===== src/design/game_pkg.sv =====
// Game types, arena bounds and spawn table shared by every game-logic module
`default_nettype none

package game_pkg;

    typedef logic [9:0] coord_t;

    typedef struct packed {
        coord_t x;
        coord_t y;
    } pos_t;

    typedef enum logic [1:0] {DIR_UP, DIR_DOWN, DIR_LEFT, DIR_RIGHT} dir_e;

    typedef enum logic [1:0] {PH_IDLE, PH_PLAY, PH_LEVEL_DONE, PH_GAME_OVER} phase_e;

    // ------------------------------
    // Arena and movement
    localparam coord_t ARENA_MIN    = 10'd16;   // Same bounds on x and y
    localparam coord_t ARENA_MAX    = 10'd463;
    localparam pos_t   SHOOTER_START = '{x: 10'd240, y: 10'd240};
    localparam coord_t SHOOTER_STEP = 10'd8;
    localparam coord_t BULLET_STEP  = 10'd16;
    localparam coord_t ZOMBIE_STEP  = 10'd2;
    localparam coord_t HIT_SIZE     = 10'd8;    // Half-width of every box
    localparam logic [2:0] START_HEALTH = 3'd3;

    // ------------------------------
    // Zombie spawning, one corner each
    localparam pos_t SPAWN_POS [4] = '{
        '{x: 10'd32,  y: 10'd32},
        '{x: 10'd448, y: 10'd32},
        '{x: 10'd32,  y: 10'd448},
        '{x: 10'd448, y: 10'd448}
    };
    localparam logic [7:0] SPAWN_DELAY = 8'd4;  // Ticks

endpackage

`default_nettype wire


===== src/design/bus_pkg.sv =====
// Wishbone request and response types, register map and host command opcodes
`default_nettype none

package bus_pkg;

    typedef struct packed {
        logic        cyc;
        logic        stb;
        logic        we;
        logic [3:0]  adr;   // Word address
        logic [31:0] dat;
    } wb_req_t;

    typedef struct packed {
        logic        ack;
        logic [31:0] dat;
    } wb_rsp_t;

    typedef enum logic [3:0] {
        REG_CTRL, REG_CMD, REG_STATUS, REG_SCORE, REG_SHOOTER, REG_BULLET, REG_ALIVE,
        REG_ZOMBIE0, REG_ZOMBIE1, REG_ZOMBIE2, REG_ZOMBIE3
    } reg_e;

    typedef enum logic [2:0] {
        CMD_NONE, CMD_MOVE_UP, CMD_MOVE_DOWN, CMD_MOVE_LEFT, CMD_MOVE_RIGHT, CMD_FIRE
    } cmd_e;

endpackage

`default_nettype wire


===== src/design/frame_timer.sv =====
// Frame timer, divides the core clock down to the one-cycle game tick
`default_nettype none

module frame_timer #(
    parameter int FRAME_CYCLES = 1000
) (
    input  wire  Clk,
    input  wire  rst_n,
    output logic frame_tick
);
    localparam int CW = $clog2(FRAME_CYCLES + 1);

    logic [CW-1:0] count;

    assign frame_tick = (count == '0);

    always_ff @(posedge Clk) begin
        if (!rst_n || frame_tick) begin
            count <= CW'(FRAME_CYCLES - 1);     // Reload
        end else begin
            count <= count - 1'b1;
        end
    end

    // Tick spacing seen by every consumer
    a_tick_single: assert property (@(posedge Clk) disable iff (!rst_n)
        frame_tick |=> !frame_tick);

endmodule

`default_nettype wire


===== src/design/game_fsm.sv =====
// Game phase FSM, keeps level, health and score and signals each new level
`default_nettype none

module game_fsm #(
    parameter int N_ZOMBIES = 3
) (
    input  wire                    Clk,
    input  wire                    rst_n,
    input  wire                    frame_tick,
    input  wire                    start,
    input  wire  [N_ZOMBIES-1:0]   zombie_alive,
    input  wire  [N_ZOMBIES-1:0]   kill_hit,
    input  wire  [N_ZOMBIES-1:0]   contact_hit,
    output game_pkg::phase_e       phase,
    output logic [3:0]             level,
    output logic [2:0]             health,
    output logic [7:0]             score,
    output logic                   new_level
);
    logic fresh;    // No full tick played yet in this level

    always_ff @(posedge Clk) begin
        if (!rst_n) begin
            phase     <= game_pkg::PH_IDLE;
            level     <= '0;
            health    <= '0;
            score     <= '0;
            new_level <= 1'b0;
            fresh     <= 1'b0;
        end else begin
            new_level <= 1'b0;
            case (phase)
                game_pkg::PH_IDLE, game_pkg::PH_GAME_OVER: begin
                    if (start) begin
                        phase     <= game_pkg::PH_PLAY;
                        level     <= 4'd1;
                        health    <= game_pkg::START_HEALTH;
                        score     <= '0;
                        new_level <= 1'b1;
                        fresh     <= 1'b1;
                    end
                end
                game_pkg::PH_PLAY: begin
                    // Actors are still respawning while new_level is high
                    if (frame_tick && !new_level) begin
                        fresh <= 1'b0;
                        if (|kill_hit) score <= score + 1'b1;
                        if (|contact_hit) health <= health - 1'b1;
                        if (|contact_hit && health == 3'd1) begin
                            phase <= game_pkg::PH_GAME_OVER;
                        end else if (!fresh && zombie_alive == '0) begin
                            phase <= game_pkg::PH_LEVEL_DONE;
                        end
                    end
                end
                default: begin      // Level done lasts one tick
                    if (frame_tick) begin
                        phase     <= game_pkg::PH_PLAY;
                        level     <= level + 1'b1;
                        new_level <= 1'b1;
                        fresh     <= 1'b1;
                    end
                end
            endcase
        end
    end

    a_score_frozen: assert property (@(posedge Clk) disable iff (!rst_n)
        (phase != game_pkg::PH_PLAY && !start) |=> $stable(score));

endmodule

`default_nettype wire


===== src/design/shooter_ctrl.sv =====
// Shooter and bullet mover, consumes one host command per tick in play
`default_nettype none

module shooter_ctrl (
    input  wire                     Clk,
    input  wire                     rst_n,
    input  wire                     frame_tick,
    input  wire game_pkg::phase_e   phase,
    input  wire bus_pkg::cmd_e      cmd,
    output logic                    cmd_taken,
    input  wire                     bullet_stop,
    input  wire                     new_level,
    output game_pkg::pos_t          shooter_pos,
    output game_pkg::pos_t          bullet_pos,
    output logic                    bullet_live
);
    logic              step;
    game_pkg::dir_e    facing;
    game_pkg::dir_e    bullet_dir;
    game_pkg::pos_t    shooter_next;
    game_pkg::pos_t    bullet_next;
    logic              bullet_exit;

    assign step      = frame_tick && (phase == game_pkg::PH_PLAY) && !new_level;
    assign cmd_taken = step && (cmd != bus_pkg::CMD_NONE);

    // ------------------------------
    // Clamped shooter move
    always_comb begin
        shooter_next = shooter_pos;
        case (cmd)
            bus_pkg::CMD_MOVE_UP:
                shooter_next.y = (shooter_pos.y < game_pkg::ARENA_MIN + game_pkg::SHOOTER_STEP)
                    ? game_pkg::ARENA_MIN : shooter_pos.y - game_pkg::SHOOTER_STEP;
            bus_pkg::CMD_MOVE_DOWN:
                shooter_next.y = (shooter_pos.y > game_pkg::ARENA_MAX - game_pkg::SHOOTER_STEP)
                    ? game_pkg::ARENA_MAX : shooter_pos.y + game_pkg::SHOOTER_STEP;
            bus_pkg::CMD_MOVE_LEFT:
                shooter_next.x = (shooter_pos.x < game_pkg::ARENA_MIN + game_pkg::SHOOTER_STEP)
                    ? game_pkg::ARENA_MIN : shooter_pos.x - game_pkg::SHOOTER_STEP;
            bus_pkg::CMD_MOVE_RIGHT:
                shooter_next.x = (shooter_pos.x > game_pkg::ARENA_MAX - game_pkg::SHOOTER_STEP)
                    ? game_pkg::ARENA_MAX : shooter_pos.x + game_pkg::SHOOTER_STEP;
            default: ;
        endcase
    end

    // Bullet step, and whether that step would leave the arena
    always_comb begin
        bullet_next = bullet_pos;
        case (bullet_dir)
            game_pkg::DIR_UP: begin
                bullet_exit   = bullet_pos.y < game_pkg::ARENA_MIN + game_pkg::BULLET_STEP;
                bullet_next.y = bullet_pos.y - game_pkg::BULLET_STEP;
            end
            game_pkg::DIR_DOWN: begin
                bullet_exit   = bullet_pos.y > game_pkg::ARENA_MAX - game_pkg::BULLET_STEP;
                bullet_next.y = bullet_pos.y + game_pkg::BULLET_STEP;
            end
            game_pkg::DIR_LEFT: begin
                bullet_exit   = bullet_pos.x < game_pkg::ARENA_MIN + game_pkg::BULLET_STEP;
                bullet_next.x = bullet_pos.x - game_pkg::BULLET_STEP;
            end
            default: begin
                bullet_exit   = bullet_pos.x > game_pkg::ARENA_MAX - game_pkg::BULLET_STEP;
                bullet_next.x = bullet_pos.x + game_pkg::BULLET_STEP;
            end
        endcase
    end

    always_ff @(posedge Clk) begin
        if (!rst_n) begin
            shooter_pos <= game_pkg::SHOOTER_START;
            facing      <= game_pkg::DIR_UP;
            bullet_live <= 1'b0;
            bullet_pos  <= game_pkg::SHOOTER_START;
            bullet_dir  <= game_pkg::DIR_UP;
        end else if (new_level) begin
            shooter_pos <= game_pkg::SHOOTER_START;
            bullet_live <= 1'b0;
        end else if (step) begin
            shooter_pos <= shooter_next;
            case (cmd)
                bus_pkg::CMD_MOVE_UP:    facing <= game_pkg::DIR_UP;
                bus_pkg::CMD_MOVE_DOWN:  facing <= game_pkg::DIR_DOWN;
                bus_pkg::CMD_MOVE_LEFT:  facing <= game_pkg::DIR_LEFT;
                bus_pkg::CMD_MOVE_RIGHT: facing <= game_pkg::DIR_RIGHT;
                default: ;
            endcase
            if (bullet_live) begin
                if (bullet_stop || bullet_exit) bullet_live <= 1'b0;
                else bullet_pos <= bullet_next;
            end else if (cmd == bus_pkg::CMD_FIRE) begin  // Fire while live is dropped
                bullet_live <= 1'b1;
                bullet_pos  <= shooter_pos;
                bullet_dir  <= facing;
            end
        end
    end

endmodule

`default_nettype wire


===== src/design/zombie_unit.sv =====
// One zombie, waits out its spawn delay and then steps toward the shooter each tick
`default_nettype none

module zombie_unit #(
    parameter int ZOMBIE_ID = 0
) (
    input  wire                     Clk,
    input  wire                     rst_n,
    input  wire                     frame_tick,
    input  wire game_pkg::phase_e   phase,
    input  wire                     new_level,
    input  wire game_pkg::pos_t     shooter_pos,
    input  wire                     killed,
    input  wire                     contact,
    output game_pkg::pos_t          zombie_pos,
    output logic                    alive
);
    localparam game_pkg::pos_t SPAWN = game_pkg::SPAWN_POS[ZOMBIE_ID];

    logic [7:0] delay;

    // One axis step that never passes the target
    function automatic game_pkg::coord_t chase_axis(input game_pkg::coord_t cur,
                                                    input game_pkg::coord_t tgt);
        if (cur < tgt) return (tgt - cur > game_pkg::ZOMBIE_STEP) ?
            cur + game_pkg::ZOMBIE_STEP : tgt;
        if (cur > tgt) return (cur - tgt > game_pkg::ZOMBIE_STEP) ?
            cur - game_pkg::ZOMBIE_STEP : tgt;
        return cur;
    endfunction

    always_ff @(posedge Clk) begin
        if (!rst_n) begin
            zombie_pos <= SPAWN;
            alive      <= 1'b0;
            delay      <= game_pkg::SPAWN_DELAY;
        end else if (new_level) begin
            zombie_pos <= SPAWN;
            alive      <= 1'b1;
            delay      <= game_pkg::SPAWN_DELAY;
        end else if (frame_tick && phase == game_pkg::PH_PLAY && alive) begin
            if (killed) begin
                alive <= 1'b0;
            end else if (contact) begin     // Bounce back to spawn
                zombie_pos <= SPAWN;
                delay      <= game_pkg::SPAWN_DELAY;
            end else if (delay != '0) begin
                delay <= delay - 1'b1;
            end else begin
                zombie_pos.x <= chase_axis(zombie_pos.x, shooter_pos.x);
                zombie_pos.y <= chase_axis(zombie_pos.y, shooter_pos.y);
            end
        end
    end

    a_in_arena: assert property (@(posedge Clk) disable iff (!rst_n)
        zombie_pos.x inside {[game_pkg::ARENA_MIN:game_pkg::ARENA_MAX]} &&
        zombie_pos.y inside {[game_pkg::ARENA_MIN:game_pkg::ARENA_MAX]});

endmodule

`default_nettype wire


===== src/design/hit_detect.sv =====
// Box-overlap hit tests between the bullet, each zombie and the shooter
`default_nettype none

module hit_detect #(
    parameter int N_ZOMBIES = 3
) (
    input  wire game_pkg::pos_t     bullet_pos,
    input  wire                     bullet_live,
    input  wire game_pkg::pos_t     zombie_pos [N_ZOMBIES],
    input  wire [N_ZOMBIES-1:0]     zombie_alive,
    input  wire game_pkg::pos_t     shooter_pos,
    output logic [N_ZOMBIES-1:0]    kill_hit,
    output logic [N_ZOMBIES-1:0]    contact_hit,
    output logic                    bullet_stop
);
    function automatic logic overlap(input game_pkg::pos_t a, input game_pkg::pos_t b);
        game_pkg::coord_t dx;
        game_pkg::coord_t dy;
        dx = (a.x > b.x) ? a.x - b.x : b.x - a.x;
        dy = (a.y > b.y) ? a.y - b.y : b.y - a.y;
        return (dx < 2 * game_pkg::HIT_SIZE) && (dy < 2 * game_pkg::HIT_SIZE);
    endfunction

    always_comb begin
        kill_hit = '0;
        for (int i = 0; i < N_ZOMBIES; i++) begin
            contact_hit[i] = zombie_alive[i] && overlap(zombie_pos[i], shooter_pos);
            // Lowest-numbered zombie takes the bullet
            if (bullet_live && zombie_alive[i] && overlap(zombie_pos[i], bullet_pos) &&
                kill_hit == '0) kill_hit[i] = 1'b1;
        end
    end

    assign bullet_stop = |kill_hit;

endmodule

`default_nettype wire


===== src/design/wb_regs.sv =====
// Wishbone classic slave for the host, takes commands and returns game state
`default_nettype none

module wb_regs #(
    parameter int N_ZOMBIES = 3
) (
    input  wire                     Clk,
    input  wire                     rst_n,
    input  wire bus_pkg::wb_req_t   bus_req,
    output bus_pkg::wb_rsp_t        bus_rsp,
    input  wire game_pkg::phase_e   phase,
    input  wire [3:0]               level,
    input  wire [2:0]               health,
    input  wire [7:0]               score,
    input  wire game_pkg::pos_t     shooter_pos,
    input  wire game_pkg::pos_t     bullet_pos,
    input  wire                     bullet_live,
    input  wire game_pkg::pos_t     zombie_pos [N_ZOMBIES],
    input  wire [N_ZOMBIES-1:0]     zombie_alive,
    input  wire                     cmd_taken,
    output bus_pkg::cmd_e           cmd,
    output logic                    start
);
    logic        req_valid;
    logic        wr;
    logic        ack;
    logic [31:0] rdata;
    logic [31:0] rdata_next;

    function automatic logic [31:0] pack_pos(input game_pkg::pos_t p);
        return {6'b0, p.x, 6'b0, p.y};
    endfunction

    assign req_valid = bus_req.cyc && bus_req.stb && !ack;
    assign wr        = req_valid && bus_req.we;
    assign start     = wr && (bus_req.adr == bus_pkg::REG_CTRL) && bus_req.dat[0];
    assign bus_rsp   = '{ack: ack, dat: rdata};

    // ------------------------------
    // Readback mux
    always_comb begin
        rdata_next = '0;    // Unmapped reads
        case (bus_req.adr)
            bus_pkg::REG_CMD:     rdata_next = 32'(cmd);
            // Phase 1:0, level 7:4, health 10:8, pending 12
            bus_pkg::REG_STATUS:  rdata_next = {19'b0, cmd != bus_pkg::CMD_NONE, 1'b0,
                                                health, level, 2'b0, phase};
            bus_pkg::REG_SCORE:   rdata_next = {24'b0, score};
            bus_pkg::REG_SHOOTER: rdata_next = pack_pos(shooter_pos);
            bus_pkg::REG_BULLET:  rdata_next = {bullet_live, 31'(pack_pos(bullet_pos))};
            bus_pkg::REG_ALIVE:   rdata_next = 32'(zombie_alive);
            default: begin
                for (int i = 0; i < N_ZOMBIES; i++) begin
                    if (bus_req.adr == 4'(bus_pkg::REG_ZOMBIE0 + i)) begin
                        rdata_next = pack_pos(zombie_pos[i]);
                    end
                end
            end
        endcase
    end

    always_ff @(posedge Clk) begin
        if (!rst_n) begin
            ack <= 1'b0;
            cmd <= bus_pkg::CMD_NONE;
        end else begin
            ack <= req_valid;   // One wait state
            if (wr && bus_req.adr == bus_pkg::REG_CMD) cmd <= bus_pkg::cmd_e'(bus_req.dat[2:0]);
            else if (cmd_taken) cmd <= bus_pkg::CMD_NONE;
        end
    end

    always_ff @(posedge Clk) begin
        rdata <= rdata_next;
    end

    a_ack_pulse: assert property (@(posedge Clk) disable iff (!rst_n)
        (ack && bus_req.cyc && bus_req.stb) |=> !ack);

endmodule

`default_nettype wire


===== src/design/game_core.sv =====
// Game-logic core top level, wires the tick, phase FSM, actors and host bus slave together
`default_nettype none

module game_core #(
    parameter int FRAME_CYCLES = 1000,
    parameter int N_ZOMBIES    = 3
) (
    input  wire                     Clk,
    input  wire                     rst_n,
    input  wire bus_pkg::wb_req_t   bus_req,
    output bus_pkg::wb_rsp_t        bus_rsp
);
    logic               frame_tick;
    logic               start;
    bus_pkg::cmd_e      cmd;
    logic               cmd_taken;
    game_pkg::pos_t     shooter_pos;
    game_pkg::pos_t     bullet_pos;
    logic               bullet_live;
    logic               bullet_stop;
    logic [N_ZOMBIES-1:0] kill_hit;
    logic [N_ZOMBIES-1:0] contact_hit;
    game_pkg::phase_e   phase;
    logic [3:0]         level;
    logic [2:0]         health;
    logic [7:0]         score;
    logic               new_level;

    // Driven per zombie by the generate loop
    wire game_pkg::pos_t       zombie_pos [N_ZOMBIES];
    wire [N_ZOMBIES-1:0]       zombie_alive;

    frame_timer #(.FRAME_CYCLES(FRAME_CYCLES)) i_frame_timer (
        .Clk, .rst_n, .frame_tick
    );

    game_fsm #(.N_ZOMBIES(N_ZOMBIES)) i_game_fsm (
        .Clk, .rst_n, .frame_tick, .start, .zombie_alive, .kill_hit, .contact_hit,
        .phase, .level, .health, .score, .new_level
    );

    shooter_ctrl i_shooter_ctrl (
        .Clk, .rst_n, .frame_tick, .phase, .cmd, .cmd_taken, .bullet_stop, .new_level,
        .shooter_pos, .bullet_pos, .bullet_live
    );

    // ------------------------------
    // Zombies
    for (genvar i = 0; i < N_ZOMBIES; i++) begin : g_zombie
        zombie_unit #(.ZOMBIE_ID(i)) i_zombie (
            .Clk, .rst_n, .frame_tick, .phase, .new_level, .shooter_pos,
            .killed     (kill_hit[i]),
            .contact    (contact_hit[i]),
            .zombie_pos (zombie_pos[i]),
            .alive      (zombie_alive[i])
        );
    end

    hit_detect #(.N_ZOMBIES(N_ZOMBIES)) i_hit_detect (
        .bullet_pos, .bullet_live, .zombie_pos, .zombie_alive, .shooter_pos,
        .kill_hit, .contact_hit, .bullet_stop
    );

    wb_regs #(.N_ZOMBIES(N_ZOMBIES)) i_wb_regs (
        .Clk, .rst_n, .bus_req, .bus_rsp, .phase, .level, .health, .score,
        .shooter_pos, .bullet_pos, .bullet_live, .zombie_pos, .zombie_alive,
        .cmd_taken, .cmd, .start
    );

endmodule

`default_nettype wire


===== config.mk =====
export PLATFORM = sky130hd
export DESIGN_NAME = game_core
export DESIGN_NICKNAME = d
export VERILOG_FILES = /design/src/design/game_pkg.sv /design/src/design/bus_pkg.sv /design/src/design/frame_timer.sv /design/src/design/game_fsm.sv /design/src/design/shooter_ctrl.sv /design/src/design/zombie_unit.sv /design/src/design/hit_detect.sv /design/src/design/wb_regs.sv /design/src/design/game_core.sv
export SDC_FILE = /design/constraint.sdc
export NUM_CORES = 1
export LEC_CHECK = 0
export BUFFER_PORTS_ARGS = -buffer_cell sky130_fd_sc_hd__buf_2
export CORE_ASPECT_RATIO = 0.6
export CORE_UTILIZATION = 35
export CTS_BUF_LIST = sky130_fd_sc_hd__clkbuf_4 sky130_fd_sc_hd__clkbuf_8
export DETAILED_ROUTE_END_ITERATION = 12
export PLACE_DENSITY_LB_ADDON = 0.08
export SLEW_MARGIN = 20
export SYNTH_ARGS = -nofsm -noshare
export SYNTH_HDL_FRONTEND = slang
export SYNTH_SLANG_ARGS = --single-unit

===== constraint.sdc =====
create_clock -name Clk -period 11.05 [get_ports Clk]
set_input_delay 0.5525 -clock Clk [delete_from_list [all_inputs] [get_ports Clk]]
set_output_delay 0.5525 -clock Clk [all_outputs]
set_load 0.01 [all_outputs]

[After elaboration in Yosys (flattened, before gate mapping)]
Index checks and enable logic that the tools add are counted.
Word-level totals
  output and inout port bits: 33
  word-level logic and storage cells: 474
  bits of input ports: 41
  register bits: 197
Cells by class
  $lt $le $gt $ge: 50
  add/subtract/negate cells: 51
  bitwise operators: 7
  eq/ne operators: 30
  muxes and demuxes: 208
  reductions and logical operators: 99
Operator list (number)
  two-way mux 10 bit: 52
  subtractor 10 bit: 24
  case mux 32 bit (6 select lines): 1
  two-way mux 20 bit: 9
  less-than comparator 10 x 5 -> 1 bit, second input constant: 14
  greater-than comparator 10 bit: 12
  greater-than comparator 10 x 2 -> 1 bit, second input constant: 12
  two-way mux 1 bit: 110
  case mux 10 bit (2 select lines): 4
  two-way mux 26 bit: 3
  two-way mux 8 bit: 9
  adder 10 x 2 -> 10 bit, second input constant: 6
  less-than comparator 10 bit: 6
  subtractor 10 x 2 -> 10 bit, second input constant: 6
  greater-than comparator 10 x 9 -> 1 bit, second input constant: 4
  AND reduction 4 bit: 10
  logical AND 1 bit: 32
  nonzero test 2 bit: 15
  nonzero test 3 bit: 8
  nonzero test 8 bit: 3
  subtractor 8 x 1 -> 8 bit, second input constant: 3
  adder 10 x 4 -> 10 bit, second input constant: 2
  adder 10 x 5 -> 10 bit, second input constant: 2
  less-than comparator 10 x 6 -> 1 bit, second input constant: 2
  41 further kinds: 96

[Logic depth before layout (Yosys ltp)]
Gate-level depths: netlist (run 1).
  word-level depth: 27
  depth in mapped cells: 19
  gate-level depth less buffers: 16

[By module]
From an unflattened synthesis (run 1), not the netlist that was laid out.
Unflattened totals
  cells, all modules: 3568
  area, all modules: 27000.9 sq um
By module, submodules not included
  hit_detect: cells an instance 1070, instances 1, seq. area each 0.0 sq um, area each 8049.0 sq um
  zombie_unit at g_zombie[2].i_zombie: cells an instance 590, instances 1, seq. area each 580.6 sq um, area each 4289.1 sq um
  zombie_unit at g_zombie[0].i_zombie: cells an instance 578, instances 1, seq. area each 580.6 sq um, area each 4276.6 sq um
  zombie_unit at g_zombie[1].i_zombie: cells an instance 574, instances 1, seq. area each 580.6 sq um, area each 4186.5 sq um
  shooter_ctrl: cells an instance 343, instances 1, seq. area each 740.7 sq um, area each 2708.8 sq um
  wb_regs: cells an instance 241, instances 1, seq. area each 540.5 sq um, area each 1994.4 sq um
  game_fsm: cells an instance 119, instances 1, seq. area each 380.4 sq um, area each 1018.5 sq um
  frame_timer: cells an instance 53, instances 1, seq. area each 200.2 sq um, area each 478.0 sq um

[Worst setup path after synthesis (run 1)]
OpenSTA, ideal clock, no wires.
  path kind: register -> register
  from: register, netlist name i_shooter_ctrl.shooter_pos[1]
  to: register g_zombie[0].i_zombie.delay[4]
  cell stages (with the launch flop): 17
  period minus slack after synthesis: 4.533 ns
  data required time: 10.978 ns
  setup slack: 6.517 ns
  buffers on the path: 2
  arrival time: 4.461 ns
  library setup time: 0.072 ns
  cell sequence: dfxtp_1 > inv_1 > fa_1 > a21o_1 > a21o_1 > a21o_1 > a2111o_1 > and3_1 > o31a_1 > buf_2 > nor4_2 > o221a_2 > buf_4 > o2111a_2 > nand2_1 > or4_1 > a21oi_1
On the way
  word-level cells in the longest chain between the ends: 7
  elaborated cells on any way between the ends: 10
  those cells by class: 2 x add/sub; 2 x order compare; 2 x mux; 4 x reduce/logical
Ends and longest elaborated chain
  subtractor 10 bit or greater-than comparator 10 bit (tied branches): line hit_detect.sv:20  | dy = (a.y > b.y) ? a.y - b.y : b.y - a.y;
  two-way mux 10 bit (*): line hit_detect.sv:20
  less-than comparator 10 x 5 -> 1 bit (*): line hit_detect.sv:21  | return (dx < 2 * game_pkg::HIT_SIZE) && (dy < 2 * game_pkg::HIT_SIZE);
  logical AND 1 bit (*): line hit_detect.sv:21
  logical AND 1 bit (*): line hit_detect.sv:27  | contact_hit[i] = zombie_alive[i] && overlap(zombie_pos[i], shooter_pos);
  nonzero test 2 bit (no line)
  AND reduction 3 bit (no line)
  end signal, assigned: line zombie_unit.sv:40  | delay <= game_pkg::SPAWN_DELAY;
  end signal, assigned: line zombie_unit.sv:46  | delay <= game_pkg::SPAWN_DELAY;
  end signal, assigned: line zombie_unit.sv:48  | delay <= delay - 1'b1;
  end, declared: line zombie_unit.sv:20  | logic [7:0] delay;
Every way passes the cells marked *; elsewhere a longest branch is shown, timed or not.
A chain may end at the register's enable or synchronous reset.

[Final worst setup path (run 1)]
  from: register, netlist name i_shooter_ctrl.bullet_pos[2]
  to: register, netlist name g_zombie[2].i_zombie.zombie_pos[3]
On the way
  word-level cells in the longest chain between the ends: 14
  elaborated cells on any way between the ends: 30
  those cells by class: 6 x add/sub; 6 x order compare; 6 x mux; 2 x bitwise; 10 x reduce/logical
Ends and longest elaborated chain
  subtractor 10 bit or greater-than comparator 10 bit (tied branches): line hit_detect.sv:20
  two-way mux 10 bit: line hit_detect.sv:20
  less-than comparator 10 x 5 -> 1 bit: line hit_detect.sv:21
  logical AND 1 bit: line hit_detect.sv:21
  logical AND 1 bit: line hit_detect.sv:29  | if (bullet_live && zombie_alive[i] && overlap(zombie_pos[i], bullet_pos) &&
  two-way mux 1 bit: line hit_detect.sv:29
  inverter 1 bit (no line)
  logical AND 1 bit: line hit_detect.sv:29
  two-way mux 1 bit: line hit_detect.sv:29
  zero test 2 bit: line hit_detect.sv:30  | kill_hit == '0) kill_hit[i] = 1'b1;
  logical AND 1 bit (*): line hit_detect.sv:29
  two-way mux 1 bit (*): line hit_detect.sv:29
  inverter 1 bit (no line) (*)
  AND reduction 4 bit (no line) (*)
Marks and branches as above.

==> flow_metrics.env, run 1 <==
export IMPL_critical_path_top_delay_family="simple AND/OR/NAND/NOR gates"
export IMPL_core_um2=61000
export IMPL_cts_sinks=180
export IMPL_drv_cap=0
export IMPL_fin_nets=3174
export IMPL_htree_levels=4
export IMPL_peakVddDrop_mv=0.0775
export IMPL_synth_edff_count=0
export IMPL_slew_viol_final=0
export IMPL_power_frac_clock_pct=37.1
export IMPL_cts_clk_slew_worst_paths_ns=0.14
export IMPL_rsz0062_at_grt="no"
export IMPL_cts_buffers=17
export IMPL_ys_warn_count=0
export IMPL_grtUsageMet3_pct=5.86
export IMPL_hpwl_mm=67.7
export IMPL_synthesis_area_um2=21600
export IMPL_wl_per_cell_um=23.7
export IMPL_grt_use_met2_pct=35.1
export IMPL_route_vias_total=22504
export IMPL_async_reset_ff_share_pct=0
export IMPL_antenna_cells=0
export IMPL_fillerInstances=6400
export IMPL_p_int_uw=915
export IMPL_avgSynthCellArea_um2=7.42
export IMPL_p_per_area_nw_per_um2=60.9
export IMPL_synth_seq_cells=180
export IMPL_power_frac_seq_pct=48.5
export IMPL_max_stage_delay_ns=0.95
export IMPL_core_rowCount=70
export IMPL_crit_buf_inv=1
export IMPL_cts_tree="built"
export IMPL_design_die_area_um2=62700
export IMPL_path_common_cell="or3_1"
export IMPL_antenna_found_initial=1
export IMPL_cts_buffer_depth=2
export IMPL_dr_pass1_iters=9
export IMPL_grt_use_met1_pct=44.7
export IMPL_ios=74
export IMPL_slew_headroom_pct=23.3
export IMPL_path_cells="inv_1, ha_1, nand4_1, or3_1, and2_1, a21oi_2, mux2_2, or3_1, a211oi_1, nand4b_1, nor3b_4, nor3_2, and3_1, o21a_1"
export IMPL_synthToLayoutAreaGrowth_pct=6.36
export IMPL_drcViolationCount=0
export IMPL_grt_use_total_pct=27.3
export IMPL_setup_violations=0
export IMPL_pwr_share_comb_pct=14.4
export IMPL_port_buffer_count=35
export IMPL_synth_flop_cell="dfxtp_1"
export IMPL_worstSetupStartpointType="flop"
export IMPL_grt_pass1_vias=20360
export IMPL_viasPerCell=6.09
export IMPL_period_share_pct=56.6
export IMPL_skew_ns=0.0386
export IMPL_gr_total_overflow=0
export IMPL_die_x_um=323
export IMPL_synth_distinct_cells=99
export IMPL_fmaxAchievable_ghz=0.160
export IMPL_syn_inst=2910
export IMPL_cp_end_kind="flop"
export IMPL_min_period_ns=6.26
export IMPL_initial_core_util_pct=35.4
export IMPL_path_class="reg -> reg"
export IMPL_drtIter0Drc=2998
export IMPL_p_sw_uw=484
export IMPL_min_path_type="in -> reg"
export IMPL_final_cell_count_no_fill=3695
export IMPL_drive_above_1_share_pct=6.00
export IMPL_swShare_pct=34.6
export IMPL_hold_viol_final=0
export IMPL_cp_required_ns=11.49
export IMPL_worst_pin_slew_ns=1.15
export IMPL_place_congestion=0.921
export IMPL_grt_max_degree=42
export IMPL_die_h_um=194
export IMPL_root_buffer="clkbuf_8"
export IMPL_cp_slowest_cell="dfxtp_1"
export IMPL_tns_ns=0
export IMPL_worstSkewPairLatency_ns=0.55
export IMPL_post_cts_buffers=0
export IMPL_cts_resized=0
export IMPL_drt_wl_total_mm=87.8
export IMPL_power_uw=1400
export IMPL_arrival_ns=6.70
export IMPL_grt_pass1_wl_mm=131
export IMPL_ys_seq_area_share_pct=16.7
export IMPL_detail_route_antenna_nets=0
export IMPL_grt_busiest_layer="met1"
export IMPL_dp_cells=3663
export IMPL_hold_buffers=0
export IMPL_leakage_uw=0.00925
export IMPL_crit_fanout=14
export IMPL_outcome="finished clean"
cell usage after synthesis, types with 17 or more instances:
| cell | n | area, µm² |
|---|---|---|
| o21a_1 | 35 | 263 |
| nor2b_1 | 39 | 244 |
| nor2_1 | 247 | 927 |
| nand2_1 | 211 | 792 |
| xor2_1 | 38 | 333 |
| inv_1 | 208 | 781 |
| o221ai_1 | 29 | 254 |
| o211ai_1 | 35 | 263 |
| a22oi_1 | 30 | 225 |
| xnor2_1 | 78 | 683 |
| nor3_1 | 98 | 490 |
| mux2i_1 | 62 | 621 |
| clkbuf_1 | 128 | 480 |
| or3_1 | 28 | 175 |
| nand4_1 | 38 | 238 |
| o2111ai_1 | 23 | 201 |
| o22ai_1 | 32 | 200 |
| a31oi_1 | 26 | 163 |
| o21ai_0 | 169 | 846 |
| nand3b_1 | 18 | 135 |
| a222oi_1 | 17 | 170 |
| nand2b_1 | 39 | 244 |
| ha_1 | 265 | 3320 |
| o31ai_1 | 21 | 158 |
| a211oi_1 | 25 | 188 |
| nor4_1 | 34 | 213 |
| and2_1 | 22 | 138 |
| a21o_1 | 61 | 458 |
| nand3_1 | 95 | 475 |
| a21oi_1 | 230 | 1150 |
| and3_1 | 23 | 144 |
| o21bai_1 | 18 | 135 |
| dfxtp_1 | 180 | 3600 |
power by group through the flow:
| stage | Sequential (µW) | Clock [µW] | Combinational, µW |
|---|---|---|---|
| 3_5_place_dp | 693 | 0 | 196 |
| 6_report | 678 | 519 | 202 |
| 4_1_cts | 678 | 532 | 197 |
| 3_3_place_gp | 692 | 0 | 192 |
| 2_1_floorplan | 689 | 0 | 142 |
| 5_1_grt | 680 | 556 | 225 |
stage by stage:
step	util [%]	setup slack [ns]	cell area [µm²]	hold slack (ns)
3_5_place_dp	36.9	4.88	22500	0.391
6_report	37.6	4.79	22900	0.241
3_3_place_gp	36.9	5.00	22500	0.380
4_1_cts	37.6	4.81	22900	0.199
2_1_floorplan	-	6.52	21600	0.371
5_1_grt	37.6	4.37	22900	0.207
worst paths after layout:
check / startpoint / to / slack [ns] / depth (start not counted)
max: i_shooter_ctrl.bullet_pos[2] / g_zombie[2].i_zombie.zombie_pos[3] / 4.79 / 14
min: bus_req[2] / i_wb_regs.cmd[2] / 0.24 / 3
max reg2reg: i_shooter_ctrl.bullet_pos[2] / g_zombie[2].i_zombie.zombie_pos[3] / 4.79 / 14
min reg2reg: i_frame_timer.count[0] / i_frame_timer.count[0] / 0.42 / 1
state kept, by name, summed over array words and instances (netlist names), 2 cells and up:
signal	count
i_shooter_ctrl.shooter_pos	16
i_shooter_ctrl.bullet_dir	2
i_shooter_ctrl.bullet_pos	16
i_game_fsm.phase	2
i_game_fsm.score	8
i_frame_timer.count	10
g_zombie.i_zombie.delay	24
i_shooter_ctrl.facing	2
i_wb_regs.cmd	3
i_wb_regs.rdata	23
g_zombie.i_zombie.alive	3
g_zombie.i_zombie.zombie_pos	60
i_game_fsm.level	4
i_game_fsm.health	3
cell usage in the layout, fill, tap and decap left out, types with 17 or more instances in the layout:
| master | synthesis | final |
|---|---|---|
| a211oi_1 | 25 | 25 |
| a21o_1 | 61 | 61 |
| a21oi_1 | 230 | 230 |
| a222oi_1 | 17 | 17 |
| a22oi_1 | 30 | 30 |
| a31oi_1 | 26 | 26 |
| and2_1 | 22 | 22 |
| and3_1 | 23 | 23 |
| buf_2 | 14 | 35 |
| buf_4 | 12 | 42 |
| clkbuf_8 | 0 | 17 |
| dfxtp_1 | 180 | 180 |
| ha_1 | 265 | 265 |
| inv_1 | 208 | 208 |
| mux2i_1 | 62 | 62 |
| nand2_1 | 211 | 211 |
| nand2b_1 | 39 | 38 |
| nand3_1 | 95 | 95 |
| nand3b_1 | 18 | 18 |
| nand4_1 | 38 | 38 |
| nor2_1 | 247 | 246 |
| nor2b_1 | 39 | 39 |
| nor3_1 | 98 | 97 |
| nor4_1 | 34 | 33 |
| o2111ai_1 | 23 | 23 |
| o211ai_1 | 35 | 35 |
| o21a_1 | 35 | 35 |
| o21ai_0 | 169 | 168 |
| o21bai_1 | 18 | 18 |
| o221ai_1 | 29 | 29 |
| o22ai_1 | 32 | 32 |
| o31ai_1 | 21 | 21 |
| or3_1 | 28 | 28 |
| xnor2_1 | 78 | 78 |
| xor2_1 | 38 | 38 |
per-layer routing:
metal,vias to the layer above,share of wire [%]
met1,10800,52
met4,0,1.4
met2,1004,37
li1,10615,-
met5,-,0
met3,85,9.4
layout make-up:
type                       count  area (µm²)  area share, %
multi-input combinational   2369       16600           72.3
sequential                   180        3600           15.7
tap                          828        1040           4.51
inverter                     209         785           3.42
timing repair buffer          77         490           2.14
clock buffer                  17         234           1.02
clock inverter                15         204          0.889
cell families (layout without fill, tap and decap cells):
family / after synthesis / count (layout) / synth area share, %
other: 1 / 9 / 0.0174
XOR/XNOR: 116 / 116 / 4.71
AO/OA/AOI/OAI: 913 / 913 / 28.5
flip-flops: 180 / 180 / 16.7
AND/OR/NAND/NOR: 976 / 976 / 23.0
adder cells (fa/ha/maj): 279 / 279 / 16.7
multiplexers: 76 / 76 / 3.61
buffers and inverters: 369 / 318 / 6.78
worst reg2reg max path, cell delays in order, from the launching register on:
cell	delay (ns)
dfxtp_1	0.95
inv_1	0.64
ha_1	0.55
nand4_1	0.15
or3_1	0.37
and2_1	0.23
a21oi_2	0.34
mux2_2	0.39
or3_1	0.31
a211oi_1	0.24
nand4b_1	0.43
nor3b_4	0.78
nor3_2	0.36
and3_1	0.25
o21a_1	0.17
Power figures use the tool's default switching activity.
==> run 2: changes to the inputs <==
--- a/config.mk
+++ b/config.mk
@@ -5,6 +5,7 @@
 export SDC_FILE = /design/constraint.sdc
 export NUM_CORES = 1
 export LEC_CHECK = 0
+export ABC_AREA = 1
 export BUFFER_PORTS_ARGS = -buffer_cell sky130_fd_sc_hd__buf_2
 export CORE_ASPECT_RATIO = 0.6
 export CORE_UTILIZATION = 35
==> constraint.sdc (replaced) <==
create_clock -name Clk -period 6.2 [get_ports Clk]
set_input_delay 0.31 -clock Clk [delete_from_list [all_inputs] [get_ports Clk]]
set_output_delay 0.31 -clock Clk [all_outputs]
set_load 0.01 [all_outputs]
==> run 2 against run 1 <==
Effect of this change:
- clock power increased by 78%
- sequential share of layout area down 2.1 points
- final area rose by 16%
- critical endpoint is now g_zombie[0].i_zombie.zombie_pos[14]
- worst hold slack improved by 0.025 ns
- wire length increased by 17%
- global-route usage increased by 0.21 points
- sequential power rose by 81%
- utilization up 0.073 points
- die area is 16% higher
==> flow_metrics.env, run 2 <==
export IMPL_outcome="finished clean"
export IMPL_worst_pin_slew_ns=1.08
export IMPL_synthToLayoutAreaGrowth_pct=5.83
export IMPL_cp_slowest_cell="dfxtp_1"
export IMPL_synth_distinct_cells=61
export IMPL_layout_common_cells="nand2_1, inv_1, nor2_1"
export IMPL_worstHoldEndpoint="i_shooter_ctrl.bullet_pos[16]"
export IMPL_synth_most_common_cell="nand2_1"
export IMPL_worstReg2RegEnd="g_zombie[0].i_zombie.zombie_pos[14]"
export IMPL_setup_violations=0
export IMPL_r2r_setup_slack_ns=1.31
export IMPL_crit_fanout=15
export IMPL_largest_register_ff_count=60
export IMPL_max_stage_delay_ns=0.75
export IMPL_syn_inst=4271
export IMPL_cts_buffers=17
export IMPL_post_cts_buffers=0
export IMPL_core_rowCount=75
export IMPL_period_share_pct=78.9
export IMPL_synth_seq_cells=180
export IMPL_fmaxAchievable_ghz=0.205
export IMPL_final_common_cell="nand2_1"
export IMPL_cp_end_kind="flop"
export IMPL_power_frac_clock_pct=37.2
export IMPL_min_from="rst_n"
export IMPL_skew_ns=0.0293
export IMPL_top_register="g_zombie.i_zombie.zombie_pos"
export IMPL_dr_pass1_iters=6
export IMPL_critical_path_top_delay_family="simple AND/OR/NAND/NOR gates"
export IMPL_drv_cap=0
export IMPL_cts_sinks=180
export IMPL_worstSetupStartpointType="flop"
export IMPL_route_vias_total=27648
export IMPL_htree_levels=4
export IMPL_pwr_share_comb_pct=13.4
export IMPL_grt_max_degree=39
export IMPL_synth_edff_count=0
export IMPL_cts_buffer_depth=2
export IMPL_gr_total_overflow=0
export IMPL_largestRegisters="g_zombie.i_zombie.zombie_pos (60), g_zombie.i_zombie.delay (24), i_wb_regs.rdata (23)"
export IMPL_leakage_uw=0.0130
export IMPL_drive_above_1_share_pct=4.92
export IMPL_ys_warn_count=0
export IMPL_die_h_um=209
export IMPL_async_reset_ff_share_pct=0
export IMPL_tns_ns=0
export IMPL_synth_top_area_share_pct=19.3
export IMPL_arrival_ns=5.38
export IMPL_crit_buf_inv=3
export IMPL_slew_headroom_pct=25.9
export IMPL_synthTopCellsByCount="nand2_1, inv_1, nor2_1, nand3_1, a21oi_1"
export IMPL_synth_flop_cell="dfxtp_1"
export IMPL_power_frac_seq_pct=49.4
export IMPL_port_buffer_count=35
export IMPL_fin_nets=4574
export IMPL_path_class="reg -> reg"
export IMPL_placed_cell_area_um2=26100
export IMPL_r2r_start="i_shooter_ctrl.shooter_pos[1]"
export IMPL_synthesis_area_um2=25100
export IMPL_ios=74
export IMPL_initial_core_util_pct=35.6
export IMPL_yosys_area_top_type="nand2_1"
export IMPL_drcViolationCount=0
export IMPL_hold_viol_final=0
export IMPL_slew_viol_final=0
export IMPL_reg2regPathDepth=19
export IMPL_p_per_area_nw_per_um2=93.5
export IMPL_cts_clk_slew_worst_paths_ns=0.11
export IMPL_viasPerCell=5.33
export IMPL_worstSkewPairLatency_ns=0.58
export IMPL_antenna_found_initial=1
export IMPL_ys_seq_area_share_pct=14.4
export IMPL_p_int_uw=1630
export IMPL_grt_pass1_wl_mm=153
export IMPL_swShare_pct=34.2
export IMPL_grt_pass1_vias=24441
export IMPL_min_path_cells=3
export IMPL_cts_tree="built"
export IMPL_place_congestion=0.988
export IMPL_hpwl_mm=84.2
export IMPL_path_common_cell="nand2_1"
export IMPL_synth_area_leaders="nand2_1, dfxtp_1, ha_1, inv_1, nand3_1"
export IMPL_p_sw_uw=850
export IMPL_design_die_area_um2=72800
export IMPL_drtIter0Drc=3191
export IMPL_min_path_type="in -> reg"
export IMPL_min_period_ns=4.89
export IMPL_avgSynthCellArea_um2=5.87
export IMPL_detail_route_antenna_nets=0
export IMPL_core_um2=70400
export IMPL_antenna_cells=0
export IMPL_path_cells="inv_1, fa_1, nand2_1, nand2_1, nand2_1, nand2_1, nand2_1, nand2_1, nand2_1, inv_1, nor2_1, nand3_1, nand2_1, nand3_2, nand2_1, nand3_2, inv_2, nand2_1, a21oi_1"
export IMPL_cp_required_ns=6.69
export IMPL_holdWs_ns=0.266
export IMPL_rsz0062_at_grt="no"
export IMPL_drt_wl_total_mm=102
export IMPL_die_x_um=348
export IMPL_grt_use_total_pct=27.5
export IMPL_final_area_um2=26500
export IMPL_wl_per_cell_um=19.7
export IMPL_peakVddDrop_mv=0.169
export IMPL_root_buffer="clkbuf_8"
run 2: how the worst max path moves through the flow:
stage / startpoint / end / slack, ns / cells after the start
5_1_grt: i_shooter_ctrl.shooter_pos[1] / g_zombie[0].i_zombie.delay[7] / 0.86 / 19
3_5_place_dp: i_shooter_ctrl.shooter_pos[1] / g_zombie[1].i_zombie.zombie_pos[1] / 1.34 / 20
4_1_cts: i_shooter_ctrl.shooter_pos[1] / g_zombie[1].i_zombie.zombie_pos[1] / 1.32 / 20
6_report: i_shooter_ctrl.shooter_pos[1] / g_zombie[0].i_zombie.zombie_pos[14] / 1.31 / 19
2_1_floorplan: i_shooter_ctrl.shooter_pos[1] / g_zombie[1].i_zombie.zombie_pos[11] / 2.71 / 22
3_3_place_gp: i_shooter_ctrl.shooter_pos[1] / g_zombie[1].i_zombie.zombie_pos[1] / 1.30 / 20
run 2: stage by stage:
stage               utilization, %  cells  power (µW)  setup WS (ns)
floorplan                        -   4279        1460           2.71
global placement              37.1   5154        1580           1.30
detailed placement            37.1   5154        1570           1.34
CTS                           37.7   5191        2500           1.32
global route                  37.7   5191        2590          0.865
finish                        37.7   5191        2480           1.31
run 2: logic make-up after synthesis:
kind of cell	synth area share, %
flops	14.4
simple gates	37.7
xor+xnor	6.49
buf+inv	11.0
other cells	0.0149
compound gates	16.1
fa+ha+maj	14.3
run 2: timing repair:
action                                 CTS  global route
hold buffers                             5             0
resized for setup                        0             0
endpoints found under the hold margin    4             0
run 2: layout make-up:
| class | count | area [µm²] |
|---|---|---|
| clock buffer | 19 | 262 |
| inverter | 565 | 2120 |
| multi-input combinational | 3415 | 18800 |
| fill | 7919 | 43800 |
| clock inverter | 13 | 151 |
| timing repair buffer | 75 | 488 |
| tap | 924 | 1160 |
| sequential | 180 | 3600 |
run 2: metal layers:
layer  GRT usage (%)  routed length [µm]
met1            45.0               54200
met2            34.6               35900
met3            7.93               11700
met5               0                  20
met4            3.25                 733
run 2: power by group through the flow:
| stage | sequential, µW | clock [µW] | combinational, µW |
|---|---|---|---|
| final | 1230 | 924 | 332 |
| after global routing | 1230 | 992 | 370 |
| after CTS | 1230 | 952 | 326 |
| after detailed placement | 1250 | 0 | 323 |
| after global placement | 1250 | 0 | 325 |
| after floorplan | 1240 | 0 | 221 |
run 2: worst reg2reg max path, cell delays in order (launching register included):
cell	delay [ns]
dfxtp_1	0.75
inv_1	0.50
fa_1	0.55
nand2_1	0.09
nand2_1	0.13
nand2_1	0.11
nand2_1	0.07
nand2_1	0.06
nand2_1	0.07
nand2_1	0.41
inv_1	0.30
nor2_1	0.16
nand3_1	0.09
nand2_1	0.16
nand3_2	0.40
nand2_1	0.27
nand3_2	0.24
inv_2	0.24
nand2_1	0.08
a21oi_1	0.12
